--- config.mk ---
export PLATFORM = sky130hd
export DESIGN_NAME = capture_io_top
export DESIGN_NICKNAME = d
export VERILOG_FILES = /design/src/design/capture_pkg.sv /design/src/design/axil_gpio_regs.sv /design/src/design/capture_io_top.sv /design/src/design/cipher_round_unit.sv /design/src/design/pad_overlay_mux.sv /design/src/design/trigger_gate.sv
export SDC_FILE = /design/constraint.sdc
export NUM_CORES = 1
export LEC_CHECK = 0
export ABC_AREA = 1
export ABC_CLOCK_PERIOD_IN_PS = 2200
export BUFFER_PORTS_ARGS = -buffer_cell sky130_fd_sc_hd__buf_2
export CORE_MARGIN = 2
export CORE_UTILIZATION = 51
export CTS_CLUSTER_DIAMETER = 60
export CTS_CLUSTER_SIZE = 24
export DETAILED_ROUTE_END_ITERATION = 6
export PLACE_DENSITY = 0.83
export SYNTH_ARGS = -nofsm -noshare
export SYNTH_HDL_FRONTEND = slang
export SYNTH_SLANG_ARGS = --single-unit
--- constraint.sdc ---
create_clock -name clk_main_i -period 2.2 [get_ports clk_main_i]
set_input_delay 0.11 -clock clk_main_i [delete_from_list [all_inputs] [get_ports clk_main_i]]
set_output_delay 0.11 -clock clk_main_i [all_outputs]
set_load 0.02 [all_outputs]
--- src/design/capture_pkg.sv ---
// Capture board I/O subsystem shared definitions
// Pad map, register map, cipher constants and stage structs

package capture_pkg;

  //////////////////////////////
  // Pad map
  //////////////////////////////

  localparam int NumPads       = 20;
  // Scope trigger, gated by cipher activity
  localparam int PadIdxTrigger = 15;
  // Busy probe when the debug strap is set
  localparam int PadIdxProbe   = 14;
  localparam int PadIdxStrap   = 16;

  //////////////////////////////
  // Bus and register map
  //////////////////////////////

  localparam int AxilAddrW = 32;
  localparam int AxilDataW = 32;
  localparam int AxilStrbW = AxilDataW / 8;

  localparam logic [1:0] RespOkay = 2'b00;

  localparam logic [AxilAddrW-1:0] RegGpioOut = 32'h00;
  localparam logic [AxilAddrW-1:0] RegGpioOe  = 32'h04;
  localparam logic [AxilAddrW-1:0] RegKey     = 32'h08;
  // Write starts the cipher
  localparam logic [AxilAddrW-1:0] RegData    = 32'h0C;
  localparam logic [AxilAddrW-1:0] RegResult  = 32'h10;
  localparam logic [AxilAddrW-1:0] RegStatus  = 32'h14;
  localparam logic [AxilAddrW-1:0] RegPadIn   = 32'h18;

  //////////////////////////////
  // Cipher
  //////////////////////////////

  localparam int CipherW   = 32;
  localparam int NumRounds = 8;
  localparam int RotAmount = 5;

  //////////////////////////////
  // Stage structs
  //////////////////////////////

  typedef struct packed {
    logic [NumPads-1:0] out;
    logic [NumPads-1:0] oe;
  } pad_req_t;

  typedef struct packed {
    logic               start;
    logic [CipherW-1:0] key;
    logic [CipherW-1:0] data;
  } cipher_cmd_t;

  typedef struct packed {
    logic               busy;
    logic [CipherW-1:0] result;
  } cipher_rsp_t;

endpackage

--- src/design/axil_gpio_regs.sv ---
// AXI4-Lite register block for GPIO pads and the cipher
// Holds out/oe, key and data, and reads back result, status and pad inputs

module axil_gpio_regs import capture_pkg::*; (
  input  logic                 clk_main_i,
  input  logic                 rst_i,
  input  logic [AxilAddrW-1:0] s_axil_awaddr_i,
  input  logic                 s_axil_awvalid_i,
  output logic                 s_axil_awready_o,
  input  logic [AxilDataW-1:0] s_axil_wdata_i,
  input  logic [AxilStrbW-1:0] s_axil_wstrb_i,
  input  logic                 s_axil_wvalid_i,
  output logic                 s_axil_wready_o,
  output logic [1:0]           s_axil_bresp_o,
  output logic                 s_axil_bvalid_o,
  input  logic                 s_axil_bready_i,
  input  logic [AxilAddrW-1:0] s_axil_araddr_i,
  input  logic                 s_axil_arvalid_i,
  output logic                 s_axil_arready_o,
  output logic [AxilDataW-1:0] s_axil_rdata_o,
  output logic [1:0]           s_axil_rresp_o,
  output logic                 s_axil_rvalid_o,
  input  logic                 s_axil_rready_i,
  output pad_req_t             pad_req_o,
  output cipher_cmd_t          cipher_cmd_o,
  input  cipher_rsp_t          cipher_rsp_i,
  input  logic [NumPads-1:0]   pad_in_i
);

  logic                 wr_en, rd_en;
  logic                 bvalid_q, rvalid_q, start_q;
  logic [AxilDataW-1:0] wmask, rdata_q, rdata_d;
  logic [NumPads-1:0]   gpio_out_q, gpio_oe_q;
  logic [CipherW-1:0]   key_q, data_q;

  //////////////////////////////
  // Handshake
  //////////////////////////////

  // Both channels in one cycle, held off while a response waits
  assign wr_en = s_axil_awvalid_i & s_axil_wvalid_i & ~bvalid_q;
  assign rd_en = s_axil_arvalid_i & ~rvalid_q;

  assign s_axil_awready_o = wr_en;
  assign s_axil_wready_o  = wr_en;
  assign s_axil_arready_o = rd_en;

  always_ff @(posedge clk_main_i) begin
    if (rst_i) begin
      bvalid_q <= 1'b0;
      rvalid_q <= 1'b0;
    end else begin
      if (wr_en) begin
        bvalid_q <= 1'b1;
      end else if (s_axil_bready_i) begin
        bvalid_q <= 1'b0;
      end
      if (rd_en) begin
        rvalid_q <= 1'b1;
      end else if (s_axil_rready_i) begin
        rvalid_q <= 1'b0;
      end
    end
  end

  //////////////////////////////
  // Write decode
  //////////////////////////////

  // Expand byte strobes to a bit mask
  always_comb begin
    for (int b = 0; b < AxilStrbW; b++) begin
      wmask[b*8 +: 8] = {8{s_axil_wstrb_i[b]}};
    end
  end

  // GPIO state and the start pulse
  always_ff @(posedge clk_main_i) begin
    if (rst_i) begin
      gpio_out_q <= '0;
      gpio_oe_q  <= '0;
      start_q    <= 1'b0;
    end else begin
      start_q <= wr_en && (s_axil_awaddr_i == RegData);
      if (wr_en && (s_axil_awaddr_i == RegGpioOut)) begin
        gpio_out_q <= (gpio_out_q & ~wmask[NumPads-1:0])
                    | (s_axil_wdata_i[NumPads-1:0] & wmask[NumPads-1:0]);
      end
      if (wr_en && (s_axil_awaddr_i == RegGpioOe)) begin
        gpio_oe_q <= (gpio_oe_q & ~wmask[NumPads-1:0])
                   | (s_axil_wdata_i[NumPads-1:0] & wmask[NumPads-1:0]);
      end
    end
  end

  // Cipher operands
  always_ff @(posedge clk_main_i) begin
    if (wr_en && (s_axil_awaddr_i == RegKey)) begin
      key_q <= (key_q & ~wmask) | (s_axil_wdata_i & wmask);
    end
    if (wr_en && (s_axil_awaddr_i == RegData)) begin
      data_q <= (data_q & ~wmask) | (s_axil_wdata_i & wmask);
    end
  end

  //////////////////////////////
  // Readback
  //////////////////////////////

  always_comb begin
    unique case (s_axil_araddr_i)
      RegGpioOut: rdata_d = {{(AxilDataW-NumPads){1'b0}}, gpio_out_q};
      RegGpioOe:  rdata_d = {{(AxilDataW-NumPads){1'b0}}, gpio_oe_q};
      RegKey:     rdata_d = key_q;
      RegData:    rdata_d = data_q;
      RegResult:  rdata_d = cipher_rsp_i.result;
      RegStatus:  rdata_d = {{(AxilDataW-1){1'b0}}, cipher_rsp_i.busy};
      RegPadIn:   rdata_d = {{(AxilDataW-NumPads){1'b0}}, pad_in_i};
      default:    rdata_d = '0;
    endcase
  end

  always_ff @(posedge clk_main_i) begin
    if (rd_en) begin
      rdata_q <= rdata_d;
    end
  end

  assign s_axil_bvalid_o = bvalid_q;
  assign s_axil_bresp_o  = RespOkay;
  assign s_axil_rvalid_o = rvalid_q;
  assign s_axil_rdata_o  = rdata_q;
  assign s_axil_rresp_o  = RespOkay;

  assign pad_req_o.out = gpio_out_q;
  assign pad_req_o.oe  = gpio_oe_q;

  assign cipher_cmd_o.start = start_q;
  assign cipher_cmd_o.key   = key_q;
  assign cipher_cmd_o.data  = data_q;

  // Write response must wait for the host
  bvalid_held_a: assert property (@(posedge clk_main_i) disable iff (rst_i)
    s_axil_bvalid_o && !s_axil_bready_i |=> s_axil_bvalid_o);

endmodule

--- src/design/capture_io_top.sv ---
// Capture board I/O top level
// Register block, cipher, trigger gate and pad overlay

module capture_io_top import capture_pkg::*; (
  input  logic                 clk_main_i,
  input  logic                 rst_i,
  input  logic [AxilAddrW-1:0] s_axil_awaddr_i,
  input  logic                 s_axil_awvalid_i,
  output logic                 s_axil_awready_o,
  input  logic [AxilDataW-1:0] s_axil_wdata_i,
  input  logic [AxilStrbW-1:0] s_axil_wstrb_i,
  input  logic                 s_axil_wvalid_i,
  output logic                 s_axil_wready_o,
  output logic [1:0]           s_axil_bresp_o,
  output logic                 s_axil_bvalid_o,
  input  logic                 s_axil_bready_i,
  input  logic [AxilAddrW-1:0] s_axil_araddr_i,
  input  logic                 s_axil_arvalid_i,
  output logic                 s_axil_arready_o,
  output logic [AxilDataW-1:0] s_axil_rdata_o,
  output logic [1:0]           s_axil_rresp_o,
  output logic                 s_axil_rvalid_o,
  input  logic                 s_axil_rready_i,
  input  logic [NumPads-1:0]   pads_in_i,
  output logic [NumPads-1:0]   pads_out_o,
  output logic [NumPads-1:0]   pads_oe_o
);

  pad_req_t           regs_pad_req, gate_pad_req;
  cipher_cmd_t        cipher_cmd;
  cipher_rsp_t        cipher_rsp;
  logic [NumPads-1:0] pad_in_sync;

  axil_gpio_regs u_regs (
    .clk_main_i       (clk_main_i),
    .rst_i            (rst_i),
    .s_axil_awaddr_i  (s_axil_awaddr_i),
    .s_axil_awvalid_i (s_axil_awvalid_i),
    .s_axil_awready_o (s_axil_awready_o),
    .s_axil_wdata_i   (s_axil_wdata_i),
    .s_axil_wstrb_i   (s_axil_wstrb_i),
    .s_axil_wvalid_i  (s_axil_wvalid_i),
    .s_axil_wready_o  (s_axil_wready_o),
    .s_axil_bresp_o   (s_axil_bresp_o),
    .s_axil_bvalid_o  (s_axil_bvalid_o),
    .s_axil_bready_i  (s_axil_bready_i),
    .s_axil_araddr_i  (s_axil_araddr_i),
    .s_axil_arvalid_i (s_axil_arvalid_i),
    .s_axil_arready_o (s_axil_arready_o),
    .s_axil_rdata_o   (s_axil_rdata_o),
    .s_axil_rresp_o   (s_axil_rresp_o),
    .s_axil_rvalid_o  (s_axil_rvalid_o),
    .s_axil_rready_i  (s_axil_rready_i),
    .pad_req_o        (regs_pad_req),
    .cipher_cmd_o     (cipher_cmd),
    .cipher_rsp_i     (cipher_rsp),
    .pad_in_i         (pad_in_sync)
  );

  cipher_round_unit u_cipher (
    .clk_main_i   (clk_main_i),
    .rst_i        (rst_i),
    .cipher_cmd_i (cipher_cmd),
    .cipher_rsp_o (cipher_rsp)
  );

  // Output pipeline, gate then overlay
  trigger_gate u_trigger_gate (
    .clk_main_i (clk_main_i),
    .rst_i      (rst_i),
    .pad_req_i  (regs_pad_req),
    .busy_i     (cipher_rsp.busy),
    .pad_req_o  (gate_pad_req)
  );

  pad_overlay_mux u_pad_overlay (
    .clk_main_i (clk_main_i),
    .rst_i      (rst_i),
    .pad_req_i  (gate_pad_req),
    .busy_i     (cipher_rsp.busy),
    .pads_in_i  (pads_in_i),
    .pads_out_o (pads_out_o),
    .pads_oe_o  (pads_oe_o),
    .pad_in_o   (pad_in_sync)
  );

endmodule

--- src/design/cipher_round_unit.sv ---
// Toy round cipher for side-channel capture
// Rotate-and-xor rounds, one per busy cycle

module cipher_round_unit import capture_pkg::*; (
  input  logic        clk_main_i,
  input  logic        rst_i,
  input  cipher_cmd_t cipher_cmd_i,
  output cipher_rsp_t cipher_rsp_o
);

  localparam int CntW = $clog2(NumRounds);

  logic               busy_q;
  logic [CntW-1:0]    round_q;
  logic [CipherW-1:0] state_q, key_q, result_q, state_next;

  function automatic logic [CipherW-1:0] rotl(input logic [CipherW-1:0] x);
    return (x << RotAmount) | (x >> (CipherW - RotAmount));
  endfunction

  assign state_next = rotl(state_q) ^ key_q;

  // Control
  always_ff @(posedge clk_main_i) begin
    if (rst_i) begin
      busy_q  <= 1'b0;
      round_q <= '0;
    end else if (!busy_q) begin
      // start while busy is dropped
      if (cipher_cmd_i.start) begin
        busy_q  <= 1'b1;
        round_q <= '0;
      end
    end else begin
      round_q <= round_q + 1'b1;
      if (round_q == CntW'(NumRounds - 1)) begin
        busy_q <= 1'b0;
      end
    end
  end

  // Datapath
  always_ff @(posedge clk_main_i) begin
    if (!busy_q && cipher_cmd_i.start) begin
      state_q <= cipher_cmd_i.data;
      key_q   <= cipher_cmd_i.key;
    end else if (busy_q) begin
      state_q <= state_next;
      if (round_q == CntW'(NumRounds - 1)) begin
        result_q <= state_next;
      end
    end
  end

  assign cipher_rsp_o.busy   = busy_q;
  assign cipher_rsp_o.result = result_q;

  // Busy window is exactly the round count
  busy_len_a: assert property (@(posedge clk_main_i) disable iff (rst_i)
    $rose(busy_q) |-> ##NumRounds !busy_q);

endmodule

--- src/design/pad_overlay_mux.sv ---
// Pad overlay stage and input synchronizer
// Strap selects a busy probe on the probe pad

module pad_overlay_mux import capture_pkg::*; (
  input  logic               clk_main_i,
  input  logic               rst_i,
  input  pad_req_t           pad_req_i,
  input  logic               busy_i,
  input  logic [NumPads-1:0] pads_in_i,
  output logic [NumPads-1:0] pads_out_o,
  output logic [NumPads-1:0] pads_oe_o,
  output logic [NumPads-1:0] pad_in_o
);

  logic [NumPads-1:0] sync_q1, sync_q2;
  logic               strap_q, strap_done_q;
  logic               busy_d_q;
  pad_req_t           pads_d, pads_q;

  //////////////////////////////
  // Input synchronizer
  //////////////////////////////

  always_ff @(posedge clk_main_i) begin
    sync_q1 <= pads_in_i;
    sync_q2 <= sync_q1;
  end

  assign pad_in_o = sync_q2;

  //////////////////////////////
  // Strap sampling
  //////////////////////////////

  // One shot, first cycle out of reset
  always_ff @(posedge clk_main_i) begin
    if (rst_i) begin
      strap_q      <= 1'b0;
      strap_done_q <= 1'b0;
    end else if (!strap_done_q) begin
      strap_q      <= sync_q2[PadIdxStrap];
      strap_done_q <= 1'b1;
    end
  end

  //////////////////////////////
  // Overlay and output flops
  //////////////////////////////

  // Extra delay lines the probe up with the gated trigger
  always_ff @(posedge clk_main_i) begin
    if (rst_i) begin
      busy_d_q <= 1'b0;
    end else begin
      busy_d_q <= busy_i;
    end
  end

  always_comb begin
    pads_d = pad_req_i;
    if (strap_q) begin
      pads_d.out[PadIdxProbe] = busy_d_q;
      pads_d.oe[PadIdxProbe]  = 1'b1;
    end
  end

  always_ff @(posedge clk_main_i) begin
    if (rst_i) begin
      pads_q <= '0;
    end else begin
      pads_q <= pads_d;
    end
  end

  assign pads_out_o = pads_q.out;
  assign pads_oe_o  = pads_q.oe;

  // Strap is frozen once sampled
  strap_stable_a: assert property (@(posedge clk_main_i) disable iff (rst_i)
    strap_done_q |=> $stable(strap_q));

endmodule

--- src/design/trigger_gate.sv ---
// Capture trigger gate
// Trigger pad only toggles while the cipher runs

module trigger_gate import capture_pkg::*; (
  input  logic     clk_main_i,
  input  logic     rst_i,
  input  pad_req_t pad_req_i,
  input  logic     busy_i,
  output pad_req_t pad_req_o
);

  pad_req_t req_gated;
  pad_req_t req_q;

  // Narrow the software trigger to the busy window
  always_comb begin
    req_gated = pad_req_i;
    req_gated.out[PadIdxTrigger] = pad_req_i.out[PadIdxTrigger] & busy_i;
  end

  always_ff @(posedge clk_main_i) begin
    if (rst_i) begin
      req_q <= '0;
    end else begin
      req_q <= req_gated;
    end
  end

  assign pad_req_o = req_q;

endmodule

# Yosys cells after proc, flatten, opt, wreduce, memory -nomap -nowiden
# Cells that the tools add are included.
# classes
n_mux	15
eq_ne	10
reduce_logical	13
add_sub_neg	1
bitwise	21
# ops
operator	count
$pmux 32 s7	1
$eq 32x4->1 const B	4
$and 32x32->32	3
$eq 32x5->1 const B	3
$eq 32x3->1 const B	2
$logic_not 32->1	2
$mux 32	2
$or 32x32->32	2
$and 20x20->20	3
$or 20x20->20	2
$not 32->32	1
$or 32x5->32	1
$xor 32x32->32	1
$not 20->20	1
$mux 1	10
$reduce_bool 2->1	4
$mux 3	2
$logic_and 1x1->1	5
$and 1x1->1	4
$add 3x1->3 const B	1
$eq 3x3->1 const B	1
$not 1->1	3
$reduce_and 3->1	1
$logic_not 1->1	1
# totals
output_inout_bits	81
word_cells	82
ff_bits	362

# Longest topological paths before layout
# logic_depth
word_depth	4
ltp_mapped	11

# Modules after synthesis
# From an unflattened synthesis, not the netlist that was laid out.
# hier_totals
hier_cells	1570
area_unflattened_um2	14542.7
# modules_own_cells
mod	instances	seq_area_each_um2	cells_per_inst	area_per_inst_um2
axil_gpio_regs	1	3743.6	886	7085.5
cipher_round_unit	1	2962.8	381	4241.6
pad_overlay_mux	1	1661.6	179	2069.5
trigger_gate	1	800.8	124	1146.1

# Least setup slack after synthesis
# OpenSTA, ideal clock, no wires.
# synth_path
path_type	flip-flop to flip-flop
start	register u_regs.rvalid_q, in the netlist u_regs.s_axil_rvalid_o
end	register u_regs.rdata_q[0], in the netlist u_regs.s_axil_rdata_o[0], enable pin
arrival_ns	2.041
stages_incl_launch_ff	2
slack_ns	-0.276
period_less_slack_ns	2.476
setup_ns	0.435
path_buffers	0
required_time_ns	1.765
path_cell_list	dfxtp_1 > nor2_1
# synth_via
elab_chain_len	2
# synth_lines
element	line_no	text
start, declared	axil_gpio_regs.sv:31	logic bvalid_q, rvalid_q, start_q;
start signal, assigned	axil_gpio_regs.sv:51	rvalid_q <= 1'b0;
start signal, assigned	axil_gpio_regs.sv:59	rvalid_q <= 1'b1;
start signal, assigned	axil_gpio_regs.sv:61	rvalid_q <= 1'b0;
$not 1->1	axil_gpio_regs.sv:42	assign rd_en = s_axil_arvalid_i & ~rvalid_q;
$and 1x1->1	axil_gpio_regs.sv:42	
net s_axil_arready_o	capture_io_top.sv:19	output logic s_axil_arready_o,
end signal, assigned	axil_gpio_regs.sv:125	rdata_q <= rdata_d;
end, declared	axil_gpio_regs.sv:32	logic [AxilDataW-1:0] wmask, rdata_q, rdata_d;
# The timed path passes the listed nets, and every way through them passes these cells.
# A chain may end at the register's enable or synchronous reset.

# Worst setup path after layout
# layout_path
start	register u_regs.rvalid_q, in the netlist u_regs.s_axil_rvalid_o
end	output port s_axil_arready_o
# layout_via
elab_chain_len	2
# layout_lines
element	line_no
$not 1->1	axil_gpio_regs.sv:42
$and 1x1->1	axil_gpio_regs.sv:42
end, declared	capture_io_top.sv:19
# No other way between the ends.

==> key figures <==
Run status
  • Status: finished clean

Routing
  • Initial DRC Count: 1069
  • Via Count: 10100
  • Drt total wl: 33.2 mm
  • Initial DRT Pass Iterations: 5
  • Via density: 5.03
  • Routed length per instance: 16.5 um
  • Met2 routed WL: 14.9 mm
  • Routed wl met3: 3.52 mm
  • M1 WL: 13.9 mm
  • Highest Signal Layer: met4
  • DRC Markers: 0
  • DRT antenna net count: 0

Synthesis
  • Post-synthesis cell type count: 30
  • Number of synthesized flops with an enable pin: 192
  • Synth async-reset ratio: 0
  • Synth Instances: 1394
  • Ys flop type: edfxtp_1
  • Post-synth top area cell: edfxtp_1
  • Ranking of synthesized cells by area: edfxtp_1 (42%), dfxtp_1 (25%), nand2_1 (8.3%), nor2_1 (6.8%), inv_1 (5.1%)
  • Most frequent cell after synthesis: nand2_1
  • Seq/Total Area, Yosys: 0.665
  • Synthesized area per cell: 9.89 um2
  • Synthesized flop and latch total: 362
  • Synth cell count leaders: nand2_1 (305), nor2_1 (251), edfxtp_1 (192)
  • Yosys warning count: 0
  • Synth Cell Area: 13800 um2
  • Top cell type's share of synthesized area: 0.418

Placement
  • Number of port buffers: 203
  • Placed Instance Area: 15100 um2
  • Detail Placement HPWL: 23.1 mm
  • Placed instance count: 1908
  • GP Congestion: 0.930

Hold path
  • Hold WC Path Type: input pin to register

Global route
  • GRT overflow: 0
  • Largest net degree at the start of global routing: 50
  • Gr usage total: 0.233
  • First-pass GRT wire length: 51.7 mm
  • Vias in the first global route: 9689
  • Antenna violations before repair: 0

Timing
  • Rel. slew slack: 0.567
  • Hold slack: 0.0741 ns
  • Final hold violation count: 0
  • Fin crit share: 0.832
  • Final setup skew: 0.0109 ns
  • Setup TNS: 0 ns
  • Setup violations, final: 0
  • Tmin final: 1.83 ns
  • Achievable clock frequency: 547 MHz
  • Slew @ Worst Pin: 0.649 ns
  • Max Slew Vio Count: 0
  • RSZ-0062 raised after global routing: no

Clocking
  • Number of CTS-inserted buffers: 25
  • CTS Hold Bufs: 56
  • Worst-path clk slew: 0.09 ns
  • Later-pin clock latency in the skew report: 0.55 ns
  • Clk Tree Root Cell: clkbuf_16
  • CTS H-tree depth: 1
  • Maximum clock insertion buffer count: 3
  • CTS tree: built
  • Setup bufs post-CTS: 0
  • Clock sinks: 362
  • CTS resizes: 0

Floorplanning
  • Die Height: 168 um
  • Std-Cell Rows: 60
  • Chip width: 168 um
  • Io pins: 208
  • Die ar.: 28400 um2
  • Core Region: 26700 um2
  • Initial Utilization: 0.516

Worst setup path
  • WP data arrival: 1.72 ns
  • Worst R2R Setup Slack: 0.40 ns
  • Setup crit start: u_regs.s_axil_rvalid_o
  • CP peak stage delay: 0.44 ns
  • Worst path required time: 2.09 ns
  • CP Class: register to output pin
  • Reg-to-reg startpoint: u_regs.s_axil_bvalid_o
  • Worst Setup End Kind: output pin
  • Critical path fanouts, max: 34
  • Critical Path, Cell by Cell: nor2_4, buf_4, buf_2
  • Crit start category: register
  • Slowest stage cell, crit path: buf_4
  • Capture point of the critical path: s_axil_arready_o
  • Register-to-Register Path Depth: 9

Power
  • Clock power share: 0.395
  • Pint: 0.00980 W
  • Sequential Power Share: 0.565
  • Sw Pwr: 0.00286 W
  • P_leak: 7.30 nW
  • Final Power: 0.0127 W
  • Switching part of the total: 0.226
  • Combinational Power Share: 0.039
  • Pwr per Cell Area: 764 nW/um2
  • Peak supply drop: 0.594 mV

Cells and area
  • Nets: 1779
  • Post-route insts no fill: 2009
  • Fraction of layout cells with a size suffix above 1: 0.182
  • Register Area: 9170 um2
  • Syn-to-layout area delta: 20.2%
  • Multi-input logic area: 3550 um2
  • Final Cell Area: 16600 um2
  • Ant. Diodes: 0
  • # fillers: 2115

Run
  • MaxCap Viol Count: 0
cell usage in the layout, fill, tap and decap left out, types with 2 or more instances in the layout:
cell,count
a21oi_1,2
a32o_1,2
buf_12,2
buf_2,203
buf_4,28
clkbuf_16,26
clkinv_4,2
conb_1,4
dfxtp_1,170
dlygate4sd3_1,56
edfxtp_1,192
ha_1,2
inv_1,185
inv_2,4
inv_6,3
inv_8,6
nand2_1,305
nand2_2,5
nand3_1,96
nand3_2,3
nand3_4,4
nand4_1,41
nor2_1,250
nor2_2,3
nor3_1,21
nor3_2,2
nor3_4,2
o21ai_0,4
xor2_1,32
cell type report:
| type | instances | share of cell area |
|---|---|---|
| clock buffer | 27 | 0.0395 |
| tap | 341 | 0.0257 |
| inverter | 189 | 0.0428 |
| multi-input combinational | 783 | 0.214 |
| timing repair buffer | 289 | 0.110 |
| sequential | 362 | 0.553 |
| clock inverter | 18 | 0.0143 |
worst max-delay path: cells and delay by family, from the launching register on:
kind | cells | cell delay, ns
buf+inv | 2 | 0.71
flops | 1 | 0.35
simple gates | 1 | 0.10
cells by family after synthesis:
kind of cell / Yosys count / share of synthesized area
flops: 362 / 0.665
fa+ha+maj: 2 / 0.00181
compound gates: 9 / 0.00417
other cells: 1 / 0.000272
buf+inv: 252 / 0.0791
xor+xnor: 32 / 0.0203
simple gates: 736 / 0.230
through the flow:
stage                util  setup slack [ns]
floorplan               -            0.0619
global placement    0.566             0.508
detailed placement  0.566             0.440
CTS                 0.620             0.311
global route        0.620             0.229
finish              0.620             0.371
worst min path at each step:
stage               depth (start not counted)              start  slack (ns)                    endpoint
floorplan                                   0       pads_in_i[0]        0.14    u_pad_overlay.sync_q1[0]
global placement                            1      pads_in_i[14]        0.21   u_pad_overlay.sync_q1[14]
detailed placement                          1      pads_in_i[16]        0.21   u_pad_overlay.sync_q1[16]
CTS                                         2              rst_i        0.05  u_pad_overlay.strap_done_q
global route                                4  s_axil_wstrb_i[1]        0.11                    register
finish                                      2              rst_i        0.07  u_pad_overlay.strap_done_q
per-layer routing:
layer	global-route usage	vias to the layer above
met5	0	-
met4	0.0731	0
met3	0.0479	52
met2	0.371	572
met1	0.324	4579
li1	-	4894
power by group through the flow:
stage / clock network, W / registers, W / logic [W]
2_1_floorplan: 0 / 0.00735 / 0.000163
3_3_place_gp: 0 / 0.00731 / 0.000404
3_5_place_dp: 0 / 0.00731 / 0.000410
4_1_cts: 0.00507 / 0.00716 / 0.000494
5_1_grt: 0.00532 / 0.00717 / 0.000541
6_report: 0.00500 / 0.00716 / 0.000497
(Power assumes the default switching activity.)
